$ cat config.mk
export PLATFORM = sky130hd
export DESIGN_NAME = cps_gfxmap_top
export DESIGN_NICKNAME = d
export VERILOG_FILES = /design/src/hdl/gfx_pkg.sv /design/src/hdl/gfx_map_cfg.sv /design/src/hdl/gfx_bank_mapper.sv /design/src/hdl/gfx_rom_addr.sv /design/src/hdl/cps_gfxmap_top.sv
export VERILOG_INCLUDE_DIRS = /design/src /design/src/hdl
export SDC_FILE = /design/constraint.sdc
export NUM_CORES = 1
export LEC_CHECK = 0
export ABC_CLOCK_PERIOD_IN_PS = 1600
export BUFFER_PORTS_ARGS = -buffer_cell sky130_fd_sc_hd__clkbuf_2
export CORE_ASPECT_RATIO = 1.1
export CORE_MARGIN = 2
export CORE_UTILIZATION = 51
export CTS_BUF_LIST = sky130_fd_sc_hd__clkbuf_4 sky130_fd_sc_hd__clkbuf_8
export DETAILED_ROUTE_END_ITERATION = 6
export MAX_ROUTING_LAYER = met4
export PLACE_DENSITY = 0.74
export SYNTH_ARGS = -nofsm -noshare
export SYNTH_HDL_FRONTEND = slang
export SYNTH_SLANG_ARGS = --single-unit
export TNS_END_PERCENT = 50
$ cat constraint.sdc
create_clock -name clk -period 1.6 [get_ports clk]
set_clock_uncertainty 0.1 [all_clocks]
set_input_delay 0.32 -clock clk [delete_from_list [all_inputs] [get_ports clk]]
set_output_delay 0.32 -clock clk [all_outputs]
set_load 0.02 [all_outputs]
$ cat src/hdl/gfx_mapper_table.svh
// ==================================================
// Per-game bank table: primary, alternate, select
// Case items for the game case of the bank mapper
// ==================================================

// Banks are one-hot, all zero means no bank
// Effective bank is alt_bank when alt_sel is set
// code_in holds the tile code on ROM bits 15 to 6

// One bank per scroll layer and objects
GAME_SPLIT: begin
    alt_bank <= 4'b0000;  // Never selected
    alt_sel  <= 1'b0;
    case (req_in.layer)
        LAYER_OBJ:  prim_bank <= 4'b0001;
        LAYER_SCR1: prim_bank <= 4'b0010;
        LAYER_SCR2: prim_bank <= 4'b0100;
        LAYER_SCR3: prim_bank <= 4'b1000;
        default:    prim_bank <= 4'b0000;  // Stars and bad layers
    endcase
end

// Objects split over two banks by the top code bit
GAME_OBJALT: begin
    alt_bank <= 4'b0010;
    if (req_in.layer == LAYER_OBJ) begin
        prim_bank <= 4'b0001;
        alt_sel   <= code_in[15];  // Upper object half
    end else begin
        prim_bank <= 4'b0100;  // All scroll data shares one bank
        alt_sel   <= 1'b0;
    end
end

// Code bits 15 and 14 pick the bank directly
GAME_CODESEL: begin
    alt_bank <= 4'b0000;
    alt_sel  <= 1'b0;
    if (req_in.layer == LAYER_STARS) begin
        prim_bank <= 4'b0000;  // Star field has no ROM here
    end else begin
        prim_bank <= 4'b0001 << code_in[15:14];
    end
end

$ cat src/hdl/gfx_pkg.sv
// ==================================================
// Graphics ROM mapper shared types and constants
// Layer codes, game ids, request/config/bank structs
// ==================================================
package gfx_pkg;

    // Field widths
    localparam int GAME_W    = 6;
    localparam int CODE_W    = 10;  // Tile code, ROM address bits 15 to 6
    localparam int LAYER_W   = 3;
    localparam int BANK_W    = 4;   // One-hot bank, also nibble width
    localparam int ROW_DEF_W = 4;   // Row field carried in a request

    // Layer codes, top bits of the ROM address
    localparam logic [LAYER_W-1:0] LAYER_OBJ   = 3'd0;
    localparam logic [LAYER_W-1:0] LAYER_SCR1  = 3'd1;
    localparam logic [LAYER_W-1:0] LAYER_SCR2  = 3'd2;
    localparam logic [LAYER_W-1:0] LAYER_SCR3  = 3'd3;
    localparam logic [LAYER_W-1:0] LAYER_STARS = 3'd4;

    // Game ids known to the bank mapper
    localparam logic [GAME_W-1:0] GAME_PLAIN   = 6'd0;  // Also any unknown id
    localparam logic [GAME_W-1:0] GAME_SPLIT   = 6'd1;
    localparam logic [GAME_W-1:0] GAME_OBJALT  = 6'd2;
    localparam logic [GAME_W-1:0] GAME_CODESEL = 6'd3;

    // Graphics request from a renderer
    typedef struct packed {
        logic                 valid;  // Single cycle strobe
        logic [LAYER_W-1:0]   layer;
        logic [CODE_W-1:0]    code;
        logic [ROW_DEF_W-1:0] row;
    } gfx_req_t;

    // CPU loaded configuration
    typedef struct packed {
        logic [GAME_W-1:0]   game;
        logic [4*BANK_W-1:0] bank_offset;  // Nibble k for bank k
        logic [4*BANK_W-1:0] bank_mask;
    } gfx_cfg_t;

    // Bank decode result for one request
    typedef struct packed {
        logic [BANK_W-1:0] offset;
        logic [BANK_W-1:0] mask;
        logic              unmapped;  // No bank hit
    } gfx_bank_t;

endpackage

$ cat src/hdl/gfx_map_cfg.sv
// ==================================================
// CPU side config registers for the ROM mapper
// ==================================================
`timescale 1ns/10ps

module gfx_map_cfg (
    input  logic              clk,
    input  logic              rst,
    input  logic              cfg_we,    // One cycle write strobe
    input  logic [1:0]        cfg_addr,
    input  logic [15:0]       cfg_din,
    output gfx_pkg::gfx_cfg_t cfg
);
    import gfx_pkg::*;

    // Register map
    localparam logic [1:0] ADDR_GAME   = 2'd0;
    localparam logic [1:0] ADDR_OFFSET = 2'd1;
    localparam logic [1:0] ADDR_MASK   = 2'd2;

    gfx_cfg_t cfg_q;  // Live configuration

    // Writes land on the edge after the strobe is seen
    always_ff @(posedge clk, posedge rst) begin
        if (rst) begin
            cfg_q.game        <= GAME_PLAIN;
            cfg_q.bank_offset <= 16'h0000;
            cfg_q.bank_mask   <= 16'hffff;  // All code bits pass through
        end else if (cfg_we) begin
            case (cfg_addr)
                ADDR_GAME: begin
                    cfg_q.game <= cfg_din[GAME_W-1:0];  // Upper bits dropped
                end
                ADDR_OFFSET: begin
                    cfg_q.bank_offset <= cfg_din;
                end
                ADDR_MASK: begin
                    cfg_q.bank_mask <= cfg_din;
                end
                default: begin
                    // Address 3 unused, write is dropped
                    cfg_q <= cfg_q;
                end
            endcase
        end
    end

    // Registers go straight out to the mapper
    assign cfg = cfg_q;

endmodule

$ cat src/hdl/gfx_bank_mapper.sv
// ==================================================
// Two stage bank decode: game/layer/code to bank,
// then bank to offset and mask nibbles
// ==================================================
`timescale 1ns/10ps

module gfx_bank_mapper #(
    parameter int ROW_W = 4
) (
    input  logic               clk,
    input  logic               rst,
    input  gfx_pkg::gfx_cfg_t  cfg,
    input  gfx_pkg::gfx_req_t  req_in,
    output gfx_pkg::gfx_bank_t bank,
    output gfx_pkg::gfx_req_t  req_out
);
    import gfx_pkg::*;

    logic [15:6]         code_in;    // Code seen as ROM address bits
    logic [BANK_W-1:0]   prim_bank;
    logic [BANK_W-1:0]   alt_bank;
    logic                alt_sel;
    logic [BANK_W-1:0]   eff_bank;
    logic [4*BANK_W-1:0] offset_q1;  // Config taken at decode time
    logic [4*BANK_W-1:0] mask_q1;
    logic                vld_q1;
    logic                vld_q2;
    logic [LAYER_W-1:0]  layer_q1;
    logic [LAYER_W-1:0]  layer_q2;
    logic [CODE_W-1:0]   code_q1;
    logic [CODE_W-1:0]   code_q2;
    logic [ROW_W-1:0]    row_q1;     // Only the used row bits travel
    logic [ROW_W-1:0]    row_q2;

    assign code_in = req_in.code;

    // Stage 1: bank choice per game
    always_ff @(posedge clk, posedge rst) begin
        if (rst) begin
            prim_bank <= 4'b0000;
            alt_bank  <= 4'b0000;
            alt_sel   <= 1'b0;
        end else if (req_in.valid) begin
            case (cfg.game)
                `include "gfx_mapper_table.svh"
                default: begin  // Plain layout and unknown ids
                    prim_bank <= 4'b0001;
                    alt_bank  <= 4'b0000;
                    alt_sel   <= 1'b0;
                end
            endcase
        end
    end

    assign eff_bank = alt_sel ? alt_bank : prim_bank;

    // Stage 2: nibble select from the captured config
    always_ff @(posedge clk, posedge rst) begin
        if (rst) begin
            bank <= '{offset: 4'h0, mask: 4'hf, unmapped: 1'b1};
        end else if (vld_q1) begin
            case (eff_bank)
                4'b0001: bank <= '{offset_q1[3:0], mask_q1[3:0], 1'b0};
                4'b0010: bank <= '{offset_q1[7:4], mask_q1[7:4], 1'b0};
                4'b0100: bank <= '{offset_q1[11:8], mask_q1[11:8], 1'b0};
                4'b1000: bank <= '{offset_q1[15:12], mask_q1[15:12], 1'b0};
                default: bank <= '{4'h0, 4'hf, 1'b1};  // Falls in no bank
            endcase
        end
    end

    // Valid pipe, matches the two decode stages
    always_ff @(posedge clk, posedge rst) begin
        if (rst) begin
            vld_q1 <= 1'b0;
            vld_q2 <= 1'b0;
        end else begin
            vld_q1 <= req_in.valid;
            vld_q2 <= vld_q1;
        end
    end

    // Request payload, moves only with a valid request
    always_ff @(posedge clk) begin
        if (req_in.valid) begin
            offset_q1 <= cfg.bank_offset;
            mask_q1   <= cfg.bank_mask;
            layer_q1  <= req_in.layer;
            code_q1   <= req_in.code;
            row_q1    <= ROW_W'(req_in.row);
        end
        if (vld_q1) begin
            layer_q2 <= layer_q1;
            code_q2  <= code_q1;
            row_q2   <= row_q1;
        end
    end

    assign req_out = '{valid: vld_q2, layer: layer_q2, code: code_q2,
                       row: ROW_DEF_W'(row_q2)};

endmodule

$ cat src/hdl/gfx_rom_addr.sv
// ==================================================
// ROM address builder: bank field merge and the
// registered address, valid and unmapped outputs
// ==================================================
`timescale 1ns/10ps

module gfx_rom_addr #(
    parameter  int ROW_W  = 4,
    localparam int ADDR_W = 3 + 4 + 6 + ROW_W  // Layer, bank, code, row
) (
    input  logic               clk,
    input  logic               rst,
    input  gfx_pkg::gfx_bank_t bank,
    input  gfx_pkg::gfx_req_t  req,
    output logic [ADDR_W-1:0]  rom_addr,
    output logic               rom_valid,
    output logic               rom_unmapped
);
    import gfx_pkg::*;

    logic [15:6]       code;        // Code on ROM bits 15 to 6
    logic [BANK_W-1:0] bank_field;  // Final ROM bits 15 to 12
    logic [ROW_W-1:0]  row;
    logic [ADDR_W-1:0] addr_next;

    assign code = req.code;

    // Mask picks which code bits survive, offset forces the rest
    assign bank_field = bank.offset | (code[15:12] & bank.mask);

    // Row resized to the configured width
    assign row = ROW_W'(req.row);

    // Address from most to least significant field
    assign addr_next = {
        req.layer,    // Layer selects the ROM region
        bank_field,
        code[11:6],   // Low code bits go straight through
        row
    };

    // Control outputs
    always_ff @(posedge clk, posedge rst) begin
        if (rst) begin
            rom_valid    <= 1'b0;
            rom_unmapped <= 1'b1;  // Nothing mapped until a request
        end else begin
            rom_valid <= req.valid;
            if (req.valid) begin
                rom_unmapped <= bank.unmapped;
            end
        end
    end

    // Address held between requests
    always_ff @(posedge clk) begin
        if (req.valid) begin
            rom_addr <= addr_next;
        end
    end

endmodule

$ cat src/hdl/cps_gfxmap_top.sv
// ==================================================
// Graphics ROM address mapping top level
// Config block, bank mapper, address builder
// ==================================================
`timescale 1ns/10ps

module cps_gfxmap_top #(
    parameter  int ROW_W  = 4,            // Tile row bits in the address
    localparam int ADDR_W = 3 + 4 + 6 + ROW_W
) (
    input  logic              clk,
    input  logic              rst,

    // CPU config port
    input  logic              cfg_we,
    input  logic [1:0]        cfg_addr,
    input  logic [15:0]       cfg_din,

    // Request in, result out three cycles later
    input  gfx_pkg::gfx_req_t req,
    output logic [ADDR_W-1:0] rom_addr,
    output logic              rom_valid,
    output logic              rom_unmapped
);
    import gfx_pkg::*;

    gfx_cfg_t  cfg;    // Live config to the mapper
    gfx_bank_t bank;   // Offset, mask and miss flag
    gfx_req_t  req_d;  // Request aligned with bank

    // Config registers
    gfx_map_cfg u_cfg (
        .clk      (clk),
        .rst      (rst),
        .cfg_we   (cfg_we),
        .cfg_addr (cfg_addr),
        .cfg_din  (cfg_din),
        .cfg      (cfg)
    );

    // Two cycle bank decode
    gfx_bank_mapper #(
        .ROW_W (ROW_W)
    ) u_mapper (
        .clk     (clk),
        .rst     (rst),
        .cfg     (cfg),
        .req_in  (req),
        .bank    (bank),
        .req_out (req_d)
    );

    // Final address register
    gfx_rom_addr #(
        .ROW_W (ROW_W)
    ) u_addr (
        .clk          (clk),
        .rst          (rst),
        .bank         (bank),
        .req          (req_d),
        .rom_addr     (rom_addr),
        .rom_valid    (rom_valid),
        .rom_unmapped (rom_unmapped)
    );

endmodule

==> results.py <==
metrics = {
    "timing": {
        "tightestPinTransition_ns": 0.383,
        "maxSlewViolCount": 0,
        "rsz0062_at_grt": "true",
        "setup_violations": 8,
        "slew_headroom_pct": 74.4,
        "post-route-worst-setup-slack_ns": -0.0766,
        "fin_crit_ns": 1.68,
        "post-route-period-util_pct": 105,
        "finalHoldViolCount": 0,
        "fmax_mhz": 596,
    },
    "worst_setup_path": {
        "setup.worst_path.start_class": "flop",
        "worstRegToRegCells": 4,
        "slowest_stage": "or4b_4",
        "timing.critical_path.slowest_cell_delay_ns": 0.55,
        "timing.critical_path.to_type": "flop",
        "worst-r2r-setup-slack_ns": -0.08,
        "setup.worst_path.class": "reg2reg",
        "worst_path_buf_inv": 0,
        "critical_path.max_fanout": 8,
        "arrival_ns": 1.92,
        "timing.rr.start": "u_mapper.prim_bank[0]",
        "crit_path_required_time_ns": 1.85,
        "cp_top_family": "simple AND/OR/NAND/NOR gates",
        "worstPathCellList": "or4b_4 > o21ai_4 > a222oi_1 > o22ai_1",
        "worst_r2r_endpoint": "u_mapper.bank[8]",
    },
    "cts": {
        "numCtsBuffers": 17,
        "cts.root.buffer_cell": "clkbuf_8",
        "cts_num_sinks": 140,
        "path_clk_slew_ns": 0.08,
        "largest_buffer_count_on_any_clock_path": 2,
        "cts_htree_levels": 4,
        "post-cts-setup-buffers": 0,
        "tritoncts": "built",
        "worst_skew_pair_later_pin_latency_ns": 0.43,
    },
    "route": {
        "routed_wl_um": 8670,
        "dr.first_iter.drc_count": 251,
        "drt.antenna.violating_nets": 0,
        "drc_violation_count_after_routing": 3,
        "drt_first_pass_iters": 7,
        "drt-vias-per-instance": 5.37,
        "routed_wire_length_per_instance_um": 16.8,
        "vias": 2772,
    },
    "finish": {
        "antennaDiodeCount": 0,
        "area_growth_pct": 23.6,
        "final_net_count": 425,
        "drive_gt1_share_pct": 44.1,
        "fin_cells": 516,
    },
    "synthesis": {
        "synth.cells.most_frequent": "edfxtp_1 (83), mux2_2 (39), dfrtp_1 (35)",
        "ys.flop_type": "edfxtp_1",
        "postSynth.asyncResetShare_pct": 40.7,
        "portion_of_the_post_synthesis_area_used_by_sequential_elements_pct": 78.6,
        "avgSynthCellArea_um2": 17.9,
        "synth.top_cells.by_area": "edfxtp_1 (50%), dfrtp_1 (17%), dfstp_2 (12%), mux2_2 (8.8%), a222oi_1 (1.6%)",
        "synth_top_area_cell": "edfxtp_1",
        "syn-cell-area_um2": 5020,
        "cells_after_synth": 281,
        "synthMostInstantiatedCell": "edfxtp_1",
        "yosysTopAreaCellShare_pct": 49.7,
        "synth_warnings": 0,
        "ys_seq_elements": 140,
        "synth_fp_nets": 320,
        "synth-edff-count": 83,
        "post_synth_num_cell_types": 40,
    },
    "grt": {
        "global_route_total_usage_across_every_layer_pct": 18.3,
        "grt_max_degree": 58,
        "number_of_global_route_vias_before_repair": 2860,
        "initial_antenna_violation_count": 0,
        "grt_pass1_wl_um": 14000,
        "overflow": 0,
    },
    "place": {
        "dp.cells": 468,
        "gp_congestion": 0.853,
        "post-dp-hpwl_um": 6040,
        "post-place-ws_ns": -0.0421,
        "portBuffers": 57,
    },
    "die": {
        "die_height_um": 108,
        "die_area_um2": 10700,
        "start_util_pct": 53.1,
        "io_pins": 58,
        "core_region_area_um2": 9440,
        "floorplan.rows": 37,
        "chipWidth_um": 98.6,
    },
    "power_and_ir_drop": {
        "vdd.ir_drop.worst_mv": 0.696,
        "power_per_cell_area_nw_per_um2": 1330,
        "static-leakage-power_uw": 0.00244,
    },
    "worst_hold_path": {
        "min_delay_worst_endpoint": "u_cfg.cfg[25]",
        "hold_crit_depth": 2,
        "hold_start": "cfg_din[9]",
        "hold_path_class": "in2reg",
    },
    "outcome": {
        "violated_checks": "design-rule violations, negative setup slack",
        "run_status": "complete, but fails checks",
    },
    "job": {
        "cap_viol_max_count": 0,
    },
}
-- repair_timing --
action | CTS | global route
hold endpoints to repair | 50 | 0
resized for setup | 0 | 5
pin swaps | 5 | 6
hold buffers | 16 | 0
setup endpoints to repair | 8 | 10
-- layout make-up --
cell class,instances,area (µm²)
sequential,140,3950
fill,643,3240
multi-input combinational,125,1030
timing repair buffer,92,626
clock buffer,17,234
clock inverter,15,175
tap,117,146
inverter,10,41.3
-- cell families after synthesis --
family                     count (synthesis)  synth area share [%]
AOI/OAI and AO/OA                         32                  5.46
adders and majority gates                  1                 0.199
muxes                                     40                  8.95
xor gates and xnor gates                   1                 0.175
buffers and inverters                     16                  1.27
DFF                                      140                  78.6
and+or+nand+nor                           51                  5.31
-- placed cells by master, fill, tap and decap left out, drive strengths merged, types with 8 or more instances in the layout --
cell / Yosys / final
a222oi: 8 / 8
mux2: 39 / 39
edfxtp: 83 / 83
dfrtp: 35 / 35
dlygate4sd3: 0 / 16
nand2: 20 / 20
clkbuf: 3 / 74
dfstp: 22 / 22
nor2: 9 / 9
buf: 3 / 19
inv: 10 / 9
clkinv: 0 / 10
-- flip-flops by register name, indices dropped and copies added (netlist names) --
| signal | count |
|---|---|
| u_cfg.cfg | 38 |
| u_addr.rom_addr | 17 |
| u_mapper.vld_q2 | 1 |
| u_mapper.row_q1 | 4 |
| u_mapper.prim_bank | 4 |
| u_mapper.code_q1 | 10 |
| u_mapper.layer_q1 | 3 |
| u_addr.rom_valid | 1 |
| u_mapper.layer_q2 | 3 |
| u_addr.rom_unmapped | 1 |
| u_mapper.row_q2 | 4 |
| u_mapper.vld_q1 | 1 |
| u_mapper.alt_bank | 1 |
| u_mapper.code_q2 | 10 |
| u_mapper.bank | 9 |
| u_mapper.offset_q1 | 16 |
| u_mapper.mask_q1 | 16 |
| u_mapper.alt_sel | 1 |
-- worst register-to-register path, stage by stage (launching register included) --
cell and delay (ns):
dfrtp_1 0.43, or4b_4 0.55, o21ai_4 0.24, a222oi_1 0.14
o22ai_1 0.15
-- report_power, final --
part	switching (µW)	total, µW	internal (µW)
Sequential	227	4680	4450
Combinational	371	749	378
Clock	1290	2830	1540
Total	1890	8260	6370
-- per-layer routing --
metal	vias up	wire [µm]	global-route usage, %
met5	-	0	-
met4	0	216	9.49
met3	19	467	4.27
met2	111	4370	29.5
met1	1343	3620	21.7
li1	1299	-	-
-- through the flow --
step	TNS (ns)	power, µW	hold WS, ns	instance area (µm²)	utilization, %
floorplan	0	5110	0.251	5020	-
global placement	0	5420	0.301	5610	59.4
detailed placement	-0.190	5470	0.305	5610	59.4
CTS	-0.191	8330	0.00375	6180	65.4
global route	-1.10	8620	0.0158	6200	65.7
finish	-0.379	8260	0.0377	6200	65.7
-- worst max path at each step --
stage,start,endpoint,slack (ns),depth (start not counted)
after detailed placement,u_mapper.prim_bank[0],u_mapper.bank[1],-0.04,4
final,u_mapper.prim_bank[0],u_mapper.bank[8],-0.08,4
after floorplan,u_mapper.vld_q1,u_mapper.bank[1],0.05,3
after global routing,u_mapper.prim_bank[0],u_mapper.bank[7],-0.16,4
after CTS,u_mapper.prim_bank[0],u_mapper.bank[8],-0.06,4
after global placement,req[15],u_mapper.prim_bank[0],0.01,5
Power figures use the tool's default switching activity.
